<file path="config.mk">
export PLATFORM = sky130hd
export DESIGN_NAME = armController
export DESIGN_NICKNAME = d
export VERILOG_FILES = /design/src/design/armCtrlPkg.sv /design/src/design/resultIf.sv /design/src/design/decodedIf.sv /design/src/design/armController.sv /design/src/design/resultStage.sv /design/src/design/condExecute.sv /design/src/design/armDecoder.sv
export VERILOG_INCLUDE_DIRS = /design/src /design/src/design
export SDC_FILE = /design/constraint.sdc
export NUM_CORES = 1
export LEC_CHECK = 0
export ABC_AREA = 1
export BUFFER_PORTS_ARGS = -buffer_cell sky130_fd_sc_hd__buf_2
export CAP_MARGIN = 30
export CORE_UTILIZATION = 30
export DETAILED_ROUTE_END_ITERATION = 8
export GPL_TIMING_DRIVEN = 1
export HOLD_SLACK_MARGIN = 0.05
export PLACE_DENSITY = 0.52
export SYNTH_ARGS = -nofsm -noshare
export SYNTH_HDL_FRONTEND = slang
export SYNTH_SLANG_ARGS = --single-unit
export TNS_END_PERCENT = 5
</file>
<file path="constraint.sdc">
create_clock -name clk -period 1.7 [get_ports clk]
set_input_delay 0.255 -clock clk [delete_from_list [all_inputs] [get_ports clk]]
set_output_delay 0.255 -clock clk [all_outputs]
set_load 0.03 [all_outputs]
</file>
<file path="src/design/armCtrl_settings.svh">
`ifndef ARMCTRL_SETTINGS_SVH
`define ARMCTRL_SETTINGS_SVH

// ==========================================================================
// Widths fixed by the ARM instruction set
// ==========================================================================

`define INSTR_W    32  // Instruction word
`define FLAG_W     4   // N Z C V
`define REG_IDX_W  4   // r0..r15
`define MASK_W     4   // One enable per byte lane

// Register number that aliases the program counter
`define PC_REG     15

// Low address bits select a byte lane
`define OFFSET_W   2

`endif
</file>
<file path="src/design/armCtrlPkg.sv">
`include "armCtrl_settings.svh"

package armCtrlPkg;

  // Whole instruction word as fetched
  typedef logic [`INSTR_W-1:0]   instrT;

  // Condition field in bits 31:28
  typedef logic [3:0]            condT;

  // Status flags, N at the top, V at the bottom
  typedef logic [`FLAG_W-1:0]    flagsT;

  // Data-processing opcode in bits 24:21
  typedef logic [3:0]            aluOpT;

  // Register file index
  typedef logic [`REG_IDX_W-1:0] regIdxT;

  // One bit per byte lane of the data bus
  typedef logic [`MASK_W-1:0]    byteMaskT;

  // Low two bits of the effective address
  typedef logic [`OFFSET_W-1:0]  offsetT;

endpackage

</file>
<file path="src/design/resultIf.sv">
`timescale 1ns/1ns

// Execute to result link, write enables already gated by the condition
interface resultIf;
  import armCtrlPkg::*;

  logic   valid;
  logic   ready;

  logic   condPassed;
  logic   regWrite;
  logic   memWrite;
  logic   memToReg;    // Load data goes to the register file
  logic   pcWrite;     // Branch taken or write to r15
  regIdxT destReg;
  logic   isByte;      // Byte access, lane picked by addrOffset
  offsetT addrOffset;

  modport exe (
    output valid, condPassed, regWrite, memWrite, memToReg,
    output pcWrite, destReg, isByte, addrOffset,
    input  ready
  );

  modport res (
    input  valid, condPassed, regWrite, memWrite, memToReg,
    input  pcWrite, destReg, isByte, addrOffset,
    output ready
  );

endinterface

</file>
<file path="src/design/decodedIf.sv">
`timescale 1ns/1ns

// Decode to execute link, one decoded instruction per transfer
interface decodedIf;
  import armCtrlPkg::*;

  logic  valid;        // Payload below is meaningful
  logic  ready;        // Execute can take it this cycle

  instrT instr;        // Raw word, execute still needs cond and Rd
  flagsT aluFlags;     // Datapath flags for this instruction
  offsetT addrOffset;  // Low address bits for byte lanes

  logic  isDataProc;
  logic  isLoadStore;
  logic  isBranch;
  logic  writesReg;    // Ungated register write
  logic  setsFlags;    // S bit of a data-processing op
  logic  isLogical;    // Logical ops keep V
  logic  isLoad;
  logic  isByte;

  modport dec (
    output valid, instr, aluFlags, addrOffset,
    output isDataProc, isLoadStore, isBranch, writesReg,
    output setsFlags, isLogical, isLoad, isByte,
    input  ready
  );

  modport exe (
    input  valid, instr, aluFlags, addrOffset,
    input  isDataProc, isLoadStore, isBranch, writesReg,
    input  setsFlags, isLogical, isLoad, isByte,
    output ready
  );

endinterface

</file>
<file path="src/design/armController.sv">
`timescale 1ns/1ns

module armController (
  input  logic                 clk,
  input  logic                 rstN,
  // Instruction side
  input  logic                 instrValid,
  output logic                 instrReady,
  input  armCtrlPkg::instrT    instr,
  input  armCtrlPkg::flagsT    aluFlags,     // From the datapath ALU
  input  armCtrlPkg::offsetT   addrOffset,
  // Result side
  output logic                 resValid,
  input  logic                 resReady,
  output logic                 condPassed,
  output logic                 regWrite,
  output logic                 memWrite,
  output logic                 memToReg,
  output logic                 pcWrite,
  output armCtrlPkg::regIdxT   destReg,
  output armCtrlPkg::byteMaskT byteMask,
  output armCtrlPkg::flagsT    flags         // Current NZCV
);

  // ==========================================================================
  // Decode, execute, result
  // ==========================================================================

  decodedIf decIf ();
  resultIf  resIf ();

  armDecoder u_armDecoder (
    .clk        (clk),
    .rstN       (rstN),
    .instrValid (instrValid),
    .instrReady (instrReady),
    .instr      (instr),
    .aluFlags   (aluFlags),
    .addrOffset (addrOffset),
    .dec        (decIf.dec)
  );

  condExecute u_condExecute (
    .clk   (clk),
    .rstN  (rstN),
    .dec   (decIf.exe),
    .res   (resIf.exe),
    .flags (flags)
  );

  resultStage u_resultStage (
    .clk        (clk),
    .rstN       (rstN),
    .res        (resIf.res),
    .resValid   (resValid),
    .resReady   (resReady),
    .condPassed (condPassed),
    .regWrite   (regWrite),
    .memWrite   (memWrite),
    .memToReg   (memToReg),
    .pcWrite    (pcWrite),
    .destReg    (destReg),
    .byteMask   (byteMask)
  );

endmodule

</file>
<file path="src/design/resultStage.sv">
`timescale 1ns/1ns

module resultStage (
  input  logic                 clk,
  input  logic                 rstN,
  resultIf.res                 res,
  // Output record
  output logic                 resValid,
  input  logic                 resReady,
  output logic                 condPassed,
  output logic                 regWrite,
  output logic                 memWrite,
  output logic                 memToReg,
  output logic                 pcWrite,
  output armCtrlPkg::regIdxT   destReg,
  output armCtrlPkg::byteMaskT byteMask
);
  import armCtrlPkg::*;

  byteMaskT maskNext;
  logic     memAccess;   // Load or store that passed its condition
  logic     resXfer;

  // Gated enables already carry the condition result
  assign memAccess = res.memWrite | res.memToReg;

  always_comb begin
    if (!memAccess) begin
      maskNext = '0;
    end else if (res.isByte) begin
      maskNext = byteMaskT'(1) << res.addrOffset;  // One lane
    end else begin
      maskNext = '1;                               // Full word
    end
  end

  assign res.ready = ~resValid | resReady;
  assign resXfer   = res.valid & res.ready;

  always_ff @(posedge clk) begin
    if (!rstN) begin
      resValid <= 1'b0;
    end else if (res.ready) begin
      resValid <= res.valid;
    end
  end

  // Write enables and lane mask of the presented record
  always_ff @(posedge clk) begin
    if (!rstN) begin
      condPassed <= 1'b0;
      regWrite   <= 1'b0;
      memWrite   <= 1'b0;
      memToReg   <= 1'b0;
      pcWrite    <= 1'b0;
      byteMask   <= '0;
    end else if (resXfer) begin
      condPassed <= res.condPassed;
      regWrite   <= res.regWrite;
      memWrite   <= res.memWrite;
      memToReg   <= res.memToReg;
      pcWrite    <= res.pcWrite;
      byteMask   <= maskNext;
    end
  end

  always_ff @(posedge clk) begin
    if (resXfer) begin
      destReg <= res.destReg;
    end
  end

endmodule

</file>
<file path="src/design/condExecute.sv">
`timescale 1ns/1ns
`include "armCtrl_settings.svh"

module condExecute (
  input  logic              clk,
  input  logic              rstN,
  decodedIf.exe             dec,
  resultIf.exe              res,
  output armCtrlPkg::flagsT flags   // NZCV register
);
  import armCtrlPkg::*;

  condT   cond;
  logic   condOk;
  logic   flagN, flagZ, flagC, flagV;
  logic   decXfer;
  logic   regWriteGated;
  regIdxT destIdx;

  assign cond = dec.instr[31:28];
  assign {flagN, flagZ, flagC, flagV} = flags;
  assign destIdx = dec.instr[15:12];

  // ==========================================================================
  // Condition check against the current flags
  // ==========================================================================

  always_comb begin
    case (cond)
      4'b0000: condOk = flagZ;                        // EQ
      4'b0001: condOk = ~flagZ;                       // NE
      4'b0010: condOk = flagC;                        // CS
      4'b0011: condOk = ~flagC;                       // CC
      4'b0100: condOk = flagN;                        // MI
      4'b0101: condOk = ~flagN;                       // PL
      4'b0110: condOk = flagV;                        // VS
      4'b0111: condOk = ~flagV;                       // VC
      4'b1000: condOk = flagC & ~flagZ;               // HI
      4'b1001: condOk = ~flagC | flagZ;               // LS
      4'b1010: condOk = (flagN == flagV);             // GE
      4'b1011: condOk = (flagN != flagV);             // LT
      4'b1100: condOk = ~flagZ & (flagN == flagV);    // GT
      4'b1101: condOk = flagZ | (flagN != flagV);     // LE
      4'b1110: condOk = 1'b1;                         // AL
      default: condOk = 1'b0;                         // NV
    endcase
  end

  // ==========================================================================
  // Handshake and stage register
  // ==========================================================================

  assign dec.ready = ~res.valid | res.ready;
  assign decXfer   = dec.valid & dec.ready;

  assign regWriteGated = dec.writesReg & condOk;

  always_ff @(posedge clk) begin
    if (!rstN) begin
      res.valid <= 1'b0;
    end else if (dec.ready) begin
      res.valid <= dec.valid;
    end
  end

  always_ff @(posedge clk) begin
    if (decXfer) begin
      res.condPassed <= condOk;
      res.regWrite   <= regWriteGated;
      res.memWrite   <= dec.isLoadStore & ~dec.isLoad & condOk;
      res.memToReg   <= dec.isLoad & condOk;
      // Taken branch, or result written straight into r15
      res.pcWrite    <= (dec.isBranch & condOk) |
                        (regWriteGated & (destIdx == regIdxT'(`PC_REG)));
      res.destReg    <= destIdx;
      res.isByte     <= dec.isByte;
      res.addrOffset <= dec.addrOffset;
    end
  end

  // Updated on the transfer edge, so the next word sees the new flags
  always_ff @(posedge clk) begin
    if (!rstN) begin
      flags <= '0;
    end else if (decXfer && dec.isDataProc && dec.setsFlags && condOk) begin
      if (dec.isLogical) begin
        flags <= {dec.aluFlags[3:1], flagV};  // Shifter carry, V untouched
      end else begin
        flags <= dec.aluFlags;
      end
    end
  end

endmodule

</file>
<file path="src/design/armDecoder.sv">
`timescale 1ns/1ns

module armDecoder (
  input  logic               clk,
  input  logic               rstN,
  // Instruction stream from the datapath
  input  logic               instrValid,
  output logic               instrReady,
  input  armCtrlPkg::instrT  instr,
  input  armCtrlPkg::flagsT  aluFlags,
  input  armCtrlPkg::offsetT addrOffset,
  // Decoded control towards execute
  decodedIf.dec              dec
);
  import armCtrlPkg::*;

  logic  [1:0] instrClass;    // Bits 27:26
  aluOpT       opcode;
  logic        dpExcluded;    // Multiply and halfword space
  logic        isCompare;     // TST TEQ CMP CMN
  logic        dpNext;
  logic        lsNext;
  logic        brNext;
  logic        logicalNext;
  logic        writesRegNext;
  logic        inXfer;

  // ==========================================================================
  // Classification
  // ==========================================================================

  assign instrClass = instr[27:26];
  assign opcode     = instr[24:21];

  // Register form with bits 7 and 4 both set is not data processing
  assign dpExcluded = ~instr[25] & instr[7] & instr[4];

  assign dpNext = (instrClass == 2'b00) & ~dpExcluded;
  assign lsNext = (instrClass == 2'b01);
  assign brNext = (instrClass == 2'b10);  // Class 11 falls through as none

  assign isCompare = (opcode[3:2] == 2'b10);  // 1000 to 1011

  always_comb begin
    case (opcode)
      4'b0000, 4'b0001,                    // AND EOR
      4'b1000, 4'b1001,                    // TST TEQ
      4'b1100, 4'b1101,                    // ORR MOV
      4'b1110, 4'b1111: logicalNext = 1'b1;  // BIC MVN
      default:          logicalNext = 1'b0;  // Arithmetic
    endcase
  end

  // Loads write Rd, stores and compares never do
  assign writesRegNext = (dpNext & ~isCompare) | (lsNext & instr[20]);

  // ==========================================================================
  // Stage register
  // ==========================================================================

  // Free when empty or when execute takes the current word
  assign instrReady = ~dec.valid | dec.ready;
  assign inXfer     = instrValid & instrReady;

  always_ff @(posedge clk) begin
    if (!rstN) begin
      dec.valid <= 1'b0;
    end else if (instrReady) begin
      dec.valid <= instrValid;  // Bubble when nothing arrives
    end
  end

  // Payload changes only on an accepted word so it holds under back-pressure
  always_ff @(posedge clk) begin
    if (inXfer) begin
      dec.instr       <= instr;
      dec.aluFlags    <= aluFlags;
      dec.addrOffset  <= addrOffset;
      dec.isDataProc  <= dpNext;
      dec.isLoadStore <= lsNext;
      dec.isBranch    <= brNext;
      dec.writesReg   <= writesRegNext;
      dec.setsFlags   <= instr[20];              // S bit
      dec.isLogical   <= dpNext & logicalNext;
      dec.isLoad      <= lsNext & instr[20];     // L bit
      dec.isByte      <= lsNext & instr[22];     // B bit
    end
  end

endmodule

</file>
==> results.cfg, run 1 <==
[outcome]
status = finished clean

[worst_hold_path]
holdPathStages = 1
hp-class = primary input to register
hp-start = aluFlags[2]
whs_endpoint = u_armDecoder.dec.aluFlags[2]

[synthesis]
yosysTopAreaCell = edfxtp_1
synth_edf_count = 38
yosys_register_bits = 54
netlist_area_um2 = 2112
seq_area_frac_synth = 0.6919
yosysUniqueCellTypes = 25
synth_cells = 197
yosys_warnings = 0
synthTopCellsByArea = edfxtp_1 (54%), dfxtp_1 (15%), nand2_1 (6.4%)
syn-num-nets = 239
yosysMostFrequentCell = edfxtp_1
ys_top_cells_by_count = edfxtp_1 (38), nand2_1 (36), nor2_1 (26)
async_flop_share = 0
synthFlopType = edfxtp_1
syn_avg_cell_area_um2 = 10.72
synth_top_area_share = 0.5403

[die]
core_um2 = 6794
rows = 30
die_w_um = 85.91
die_h_um = 85.91
initial_core_util = 0.3109
die-area_um2 = 7380
io_pins = 61

[critical_path]
cp.required_ns = 1.91
crit_path_max_fanout = 6
ff2ff_path_depth = 12
rr_startpoint = u_armDecoder.dec.instr[29]
critPathLaunchType = register
r2r_end = u_condExecute.flags[2]
cp.arrival_ns = 1.75
end_kind = register
worst-setup-path-type = register to register
regToRegSetupSlack_ns = 0.16

[sta]
fin_crit_sh = 0.9050
fmax_mhz = 650.0
max_slew.worst_pin.slew_ns = 0.4586
worst_clock_skew_ns = 0.004835
drv_slew = 0
relSlewSlack = 0.6939
rsz0062_at_grt = no
tns_ns = 0
finalHoldViolCount = 0
setup_viol = 0
period_needed_ns = 1.538

[drt]
drtAntennaViolNets = 0
routed_wl_um = 3498
routedWlPerCell_um = 10.05
via_per_inst = 4.078
drtIter0Drc = 62
firstDrtPassIters = 4
num_vias = 1419
drc_errors = 0

[clock_network]
cts_setup_buffers = 0
clkLatencyLatePin_ns = 0.30
cts_max_level = 2
cts-hold-fix-buffers = 0
cts_buffers = 5
cts.reportedPaths.clkPinSlew_ns = 0.09
cts_resized = 0
max-clock-path-buffers = 2
clock_sinks = 54
root_buffer = clkbuf_8
cts_tree = yes

[final_layout]
fin_nets = 293
utilization = 0.3788
regArea_um2 = 1465
layout-drive-gt1-share = 0.2817
multiInputGateArea_um2 = 544.3
fill_cells = 700
area_growth_pct = 21.86
num_antenna_cells = 0

[global_routing]
grt_pass1_wl_um = 5802
first_global_vias = 1278
antenna_found_initial = 0
grt-ovfl-total = 0
track_usage = 0.1029
grt_max_degree = 19

[power]
ir_drop_v = 0.0002813
p_leak_uw = 0.001106
powerDensity_nw_per_um2 = 954.8
total_power_uw = 2457

[placed_design]
portBuffers = 45
globalplace.congestion = 0.7492
hpwl_um = 2686

[job]
cap_viol_max_count = 0
[report_power, final]
group	internal [uW]	switching (uW)	leakage (uW)
clock	291	406	0.0000483
combinational	85.0	149	0.000560
sequential	1490	35.3	0.000497
[metrics by stage]
stage / instance area (um^2) / hold slack [ns] / std cells / setup slack [ns]
detailed placement: 2486 / 0.4063 / 340 / 0.1584
global route: 2574 / 0.1098 / 348 / 0.02502
finish: 2574 / 0.1213 / 348 / 0.1616
CTS: 2574 / 0.1082 / 348 / 0.1334
floorplan: 2122 / 0.3539 / 197 / 0.01210
global placement: 2486 / 0.4016 / 340 / 0.1556
[metal layers]
layer / track usage / share of wire
met1: 0.1269 / 0.47
met3: 0.03080 / 0.049
met2: 0.1710 / 0.46
met5: 0 / 0
met4: 0.03636 / 0.015
[critical path, cell delays in order (launching register included)]
cell      delay, ns
edfxtp_1       0.47
inv_2          0.12
nor2_2         0.05
o21ai_0        0.08
nand2_1        0.06
nand2_1        0.05
nand2_1        0.06
nor2_2         0.19
nand2_4        0.11
nand2_4        0.09
inv_2          0.04
nor2_1         0.08
nor2_1         0.05
[state kept, by name (all words and copies together), names as in the netlist, 2 cells and up]
signal and count:
u_armDecoder.dec.instr 9, u_armDecoder.dec.aluFlags 4, u_condExecute.flags 4, u_condExecute.res.destReg 4, u_resultStage.byteMask 4, u_resultStage.destReg 4, u_armDecoder.dec.addrOffset 2, u_condExecute.res.addrOffset 2
[layout by cell type, fill, tap and decap left out, types with 2 or more instances in the layout]
master / netlist / layout
nor2_2: 2 / 2
nand2_4: 2 / 2
buf_2: 0 / 45
inv_2: 3 / 3
a21oi_1: 11 / 11
clkbuf_8: 0 / 5
dfxtp_1: 16 / 15
nand3_1: 10 / 10
buf_4: 0 / 3
inv_1: 24 / 23
edfxtp_1: 38 / 38
nor2_1: 26 / 26
o21ai_0: 8 / 8
clkinv_2: 0 / 2
nand2_1: 36 / 35
nand4_1: 4 / 4
nand3b_1: 2 / 2
o21ai_1: 3 / 3
nand2_2: 2 / 3
[kinds of logic (layout without fill, tap and decap cells)]
group | count (synthesis) | in the layout | share of synthesized area
compound gates | 27 | 27 | 0.07050
buf+inv | 29 | 84 | 0.05154
flops | 54 | 54 | 0.6919
simple gates | 87 | 87 | 0.1860
[final cells by class]
cell class | count | share of cell area
well taps | 96 | 0.04667
inverters | 28 | 0.04229
flip-flops and latches | 54 | 0.5693
multi-input cells | 114 | 0.2115
clock buffers | 5 | 0.02674
clock inverters | 3 | 0.007292
repair buffers | 48 | 0.09626
[worst max path at each step]
stage / start / to / slack (ns) / cells after the start
after floorplan: u_resultStage.resValid / u_armDecoder.dec.addrOffset[0] / 0.01 / 3
after global placement: u_armDecoder.dec.instr[28] / u_condExecute.flags[1] / 0.16 / 12
after detailed placement: u_armDecoder.dec.instr[29] / u_condExecute.flags[3] / 0.16 / 12
after CTS: u_armDecoder.dec.instr[29] / u_condExecute.res.pcWrite / 0.13 / 9
after global routing: u_armDecoder.dec.instr[29] / u_condExecute.flags[2] / 0.03 / 12
final: u_armDecoder.dec.instr[29] / u_condExecute.flags[2] / 0.16 / 12
Note: power is estimated with default switching activity, not from simulation.
==> run 2, diff against run 1 <==
Settings changed: RECOVER_POWER set to 50.
==> results.cfg, run 2 (synthesis results as in run 1) <==
[job]
cap_viol_max_count = 0

[sta]
relSlewSlack = 0.6942
max_slew.worst_pin.slew_ns = 0.4582
worst_clock_skew_ns = 0.004835
drv_slew = 0
tns_ns = 0
fin_crit_sh = 0.9035
fmax_mhz = 651.0
period_needed_ns = 1.536
rsz0062_at_grt = no
whs_ns = 0.1213
finalHoldViolCount = 0
setup_ws_ns = 0.1640
setup_viol = 0

[final_layout]
fin_nets = 293
area_growth_pct = 20.38
fill_cells = 703
num_antenna_cells = 0
largest_register_ff_count = 9
layout-drive-gt1-share = 0.2103
final_common_cell = edfxtp_1
regMostFlops = u_armDecoder.dec.instr
regArea_um2 = 1461
utilization = 0.3742
final_cell_mix = edfxtp_1 (38), nand2_1 (36), buf_2 (31)
multiInputGateArea_um2 = 541.8

[clock_network]
cts_tree = yes
cts_buffers = 5
cts_resized = 0
max-clock-path-buffers = 2
root_buffer = clkbuf_8
cts_max_level = 2
cts-hold-fix-buffers = 0
clock_sinks = 54
cts.reportedPaths.clkPinSlew_ns = 0.09
clkLatencyLatePin_ns = 0.30
cts_setup_buffers = 0

[critical_path]
cp_top_family = simple AND/OR/NAND/NOR gates
cp_slowest_stage_delay_ns = 0.47
critPathLaunchType = register
crit_buf_inv = 2
crit_path_cell_trace = inv_2 -> nor2_2 -> o21ai_0 -> nand2_1 -> nand2_1 -> nand2_1 -> nor2_2 -> nand2_4 -> nand2_4 -> inv_2 -> nor2_1 -> nor2_1
crit_path_max_fanout = 6
cp.required_ns = 1.91
cpMostUsedCell = nand2_1
end_kind = register
cp_slowest_cell = edfxtp_1
cp.arrival_ns = 1.74
worst-setup-path-type = register to register

[die]
initial_core_util = 0.3109
rows = 30
die_h_um = 85.91
die-area_um2 = 7380
die_w_um = 85.91
core_um2 = 6794
io_pins = 61

[power]
total_power_uw = 2453
p_leak_uw = 0.001046
ir_drop_v = 0.0002808
powerDensity_nw_per_um2 = 965.0

[global_routing]
track_usage = 0.1029
grt_max_degree = 19
grt-ovfl-total = 0
antenna_found_initial = 0
first_global_vias = 1278
grt_pass1_wl_um = 5802

[drt]
via_per_inst = 4.086
routedWlPerCell_um = 10.14
routed_wl_um = 3530
drtIter0Drc = 68
drtAntennaViolNets = 0
firstDrtPassIters = 4
num_vias = 1422
drc_errors = 0

[placed_design]
hpwl_um = 2686
globalplace.congestion = 0.7492
dp_slack_ns = 0.1584
portBuffers = 45

[outcome]
status = finished clean

[worst_hold_path]
hp-class = primary input to register
[run 2: changes by cell type in the layout (fill, tap and decap cells not counted), sizes merged]
| cell | delta |
|---|---|
| clkbuf | +16 |
| buf | -16 |
[run 2: path summary, 6_finish.rpt]
check,start,endpoint,slack [ns],cells after the start
max,u_armDecoder.dec.instr[29],u_condExecute.flags[2],0.16,12
min,aluFlags[2],u_armDecoder.dec.aluFlags[2],0.12,1
max reg2reg,u_armDecoder.dec.instr[29],u_condExecute.flags[2],0.16,12
min reg2reg,u_condExecute.res.destReg[0],u_resultStage.destReg[0],0.43,0
[run 2: stage by stage]
step / std cells / instance area [um^2]
6_report: 348 / 2542
5_1_grt: 348 / 2542
4_1_cts: 348 / 2574
3_5_place_dp: 340 / 2486
3_3_place_gp: 340 / 2486
2_1_floorplan: 197 / 2122
[run 2: power by group]
part | switching (uW) | internal (uW) | total (uW)
Sequential | 35.8 | 1490 | 1530
Clock | 406 | 291 | 696
Combinational | 149 | 79.5 | 228
Total | 591 | 1860 | 2450
[run 2: layout make-up]
type                    count  share of cell area
clock buffers               5             0.02707
clock inverters             3            0.007382
inverters                  28             0.04281
multi-input cells         114              0.2131
flip-flops and latches     54              0.5748
well taps                  96             0.04724
repair buffers             48             0.08760
[run 2: routing by layer]
layer  wire length [um]  up-vias  global-route usage
met1               1672      617              0.1269
met4                 51        0             0.03636
met2               1618       37              0.1710
met5                  0        -                   0
met3                188        5             0.03080
li1                   -      763                   -
[run 2: worst reg2reg max path, delay by kind of cell (launching register included)]
family                 cells  cell delay [ns]
AND/OR/NAND/NOR            9             0.74
flip-flops                 1             0.47
buffers and inverters      2             0.16
AO/OA/AOI/OAI              1             0.08
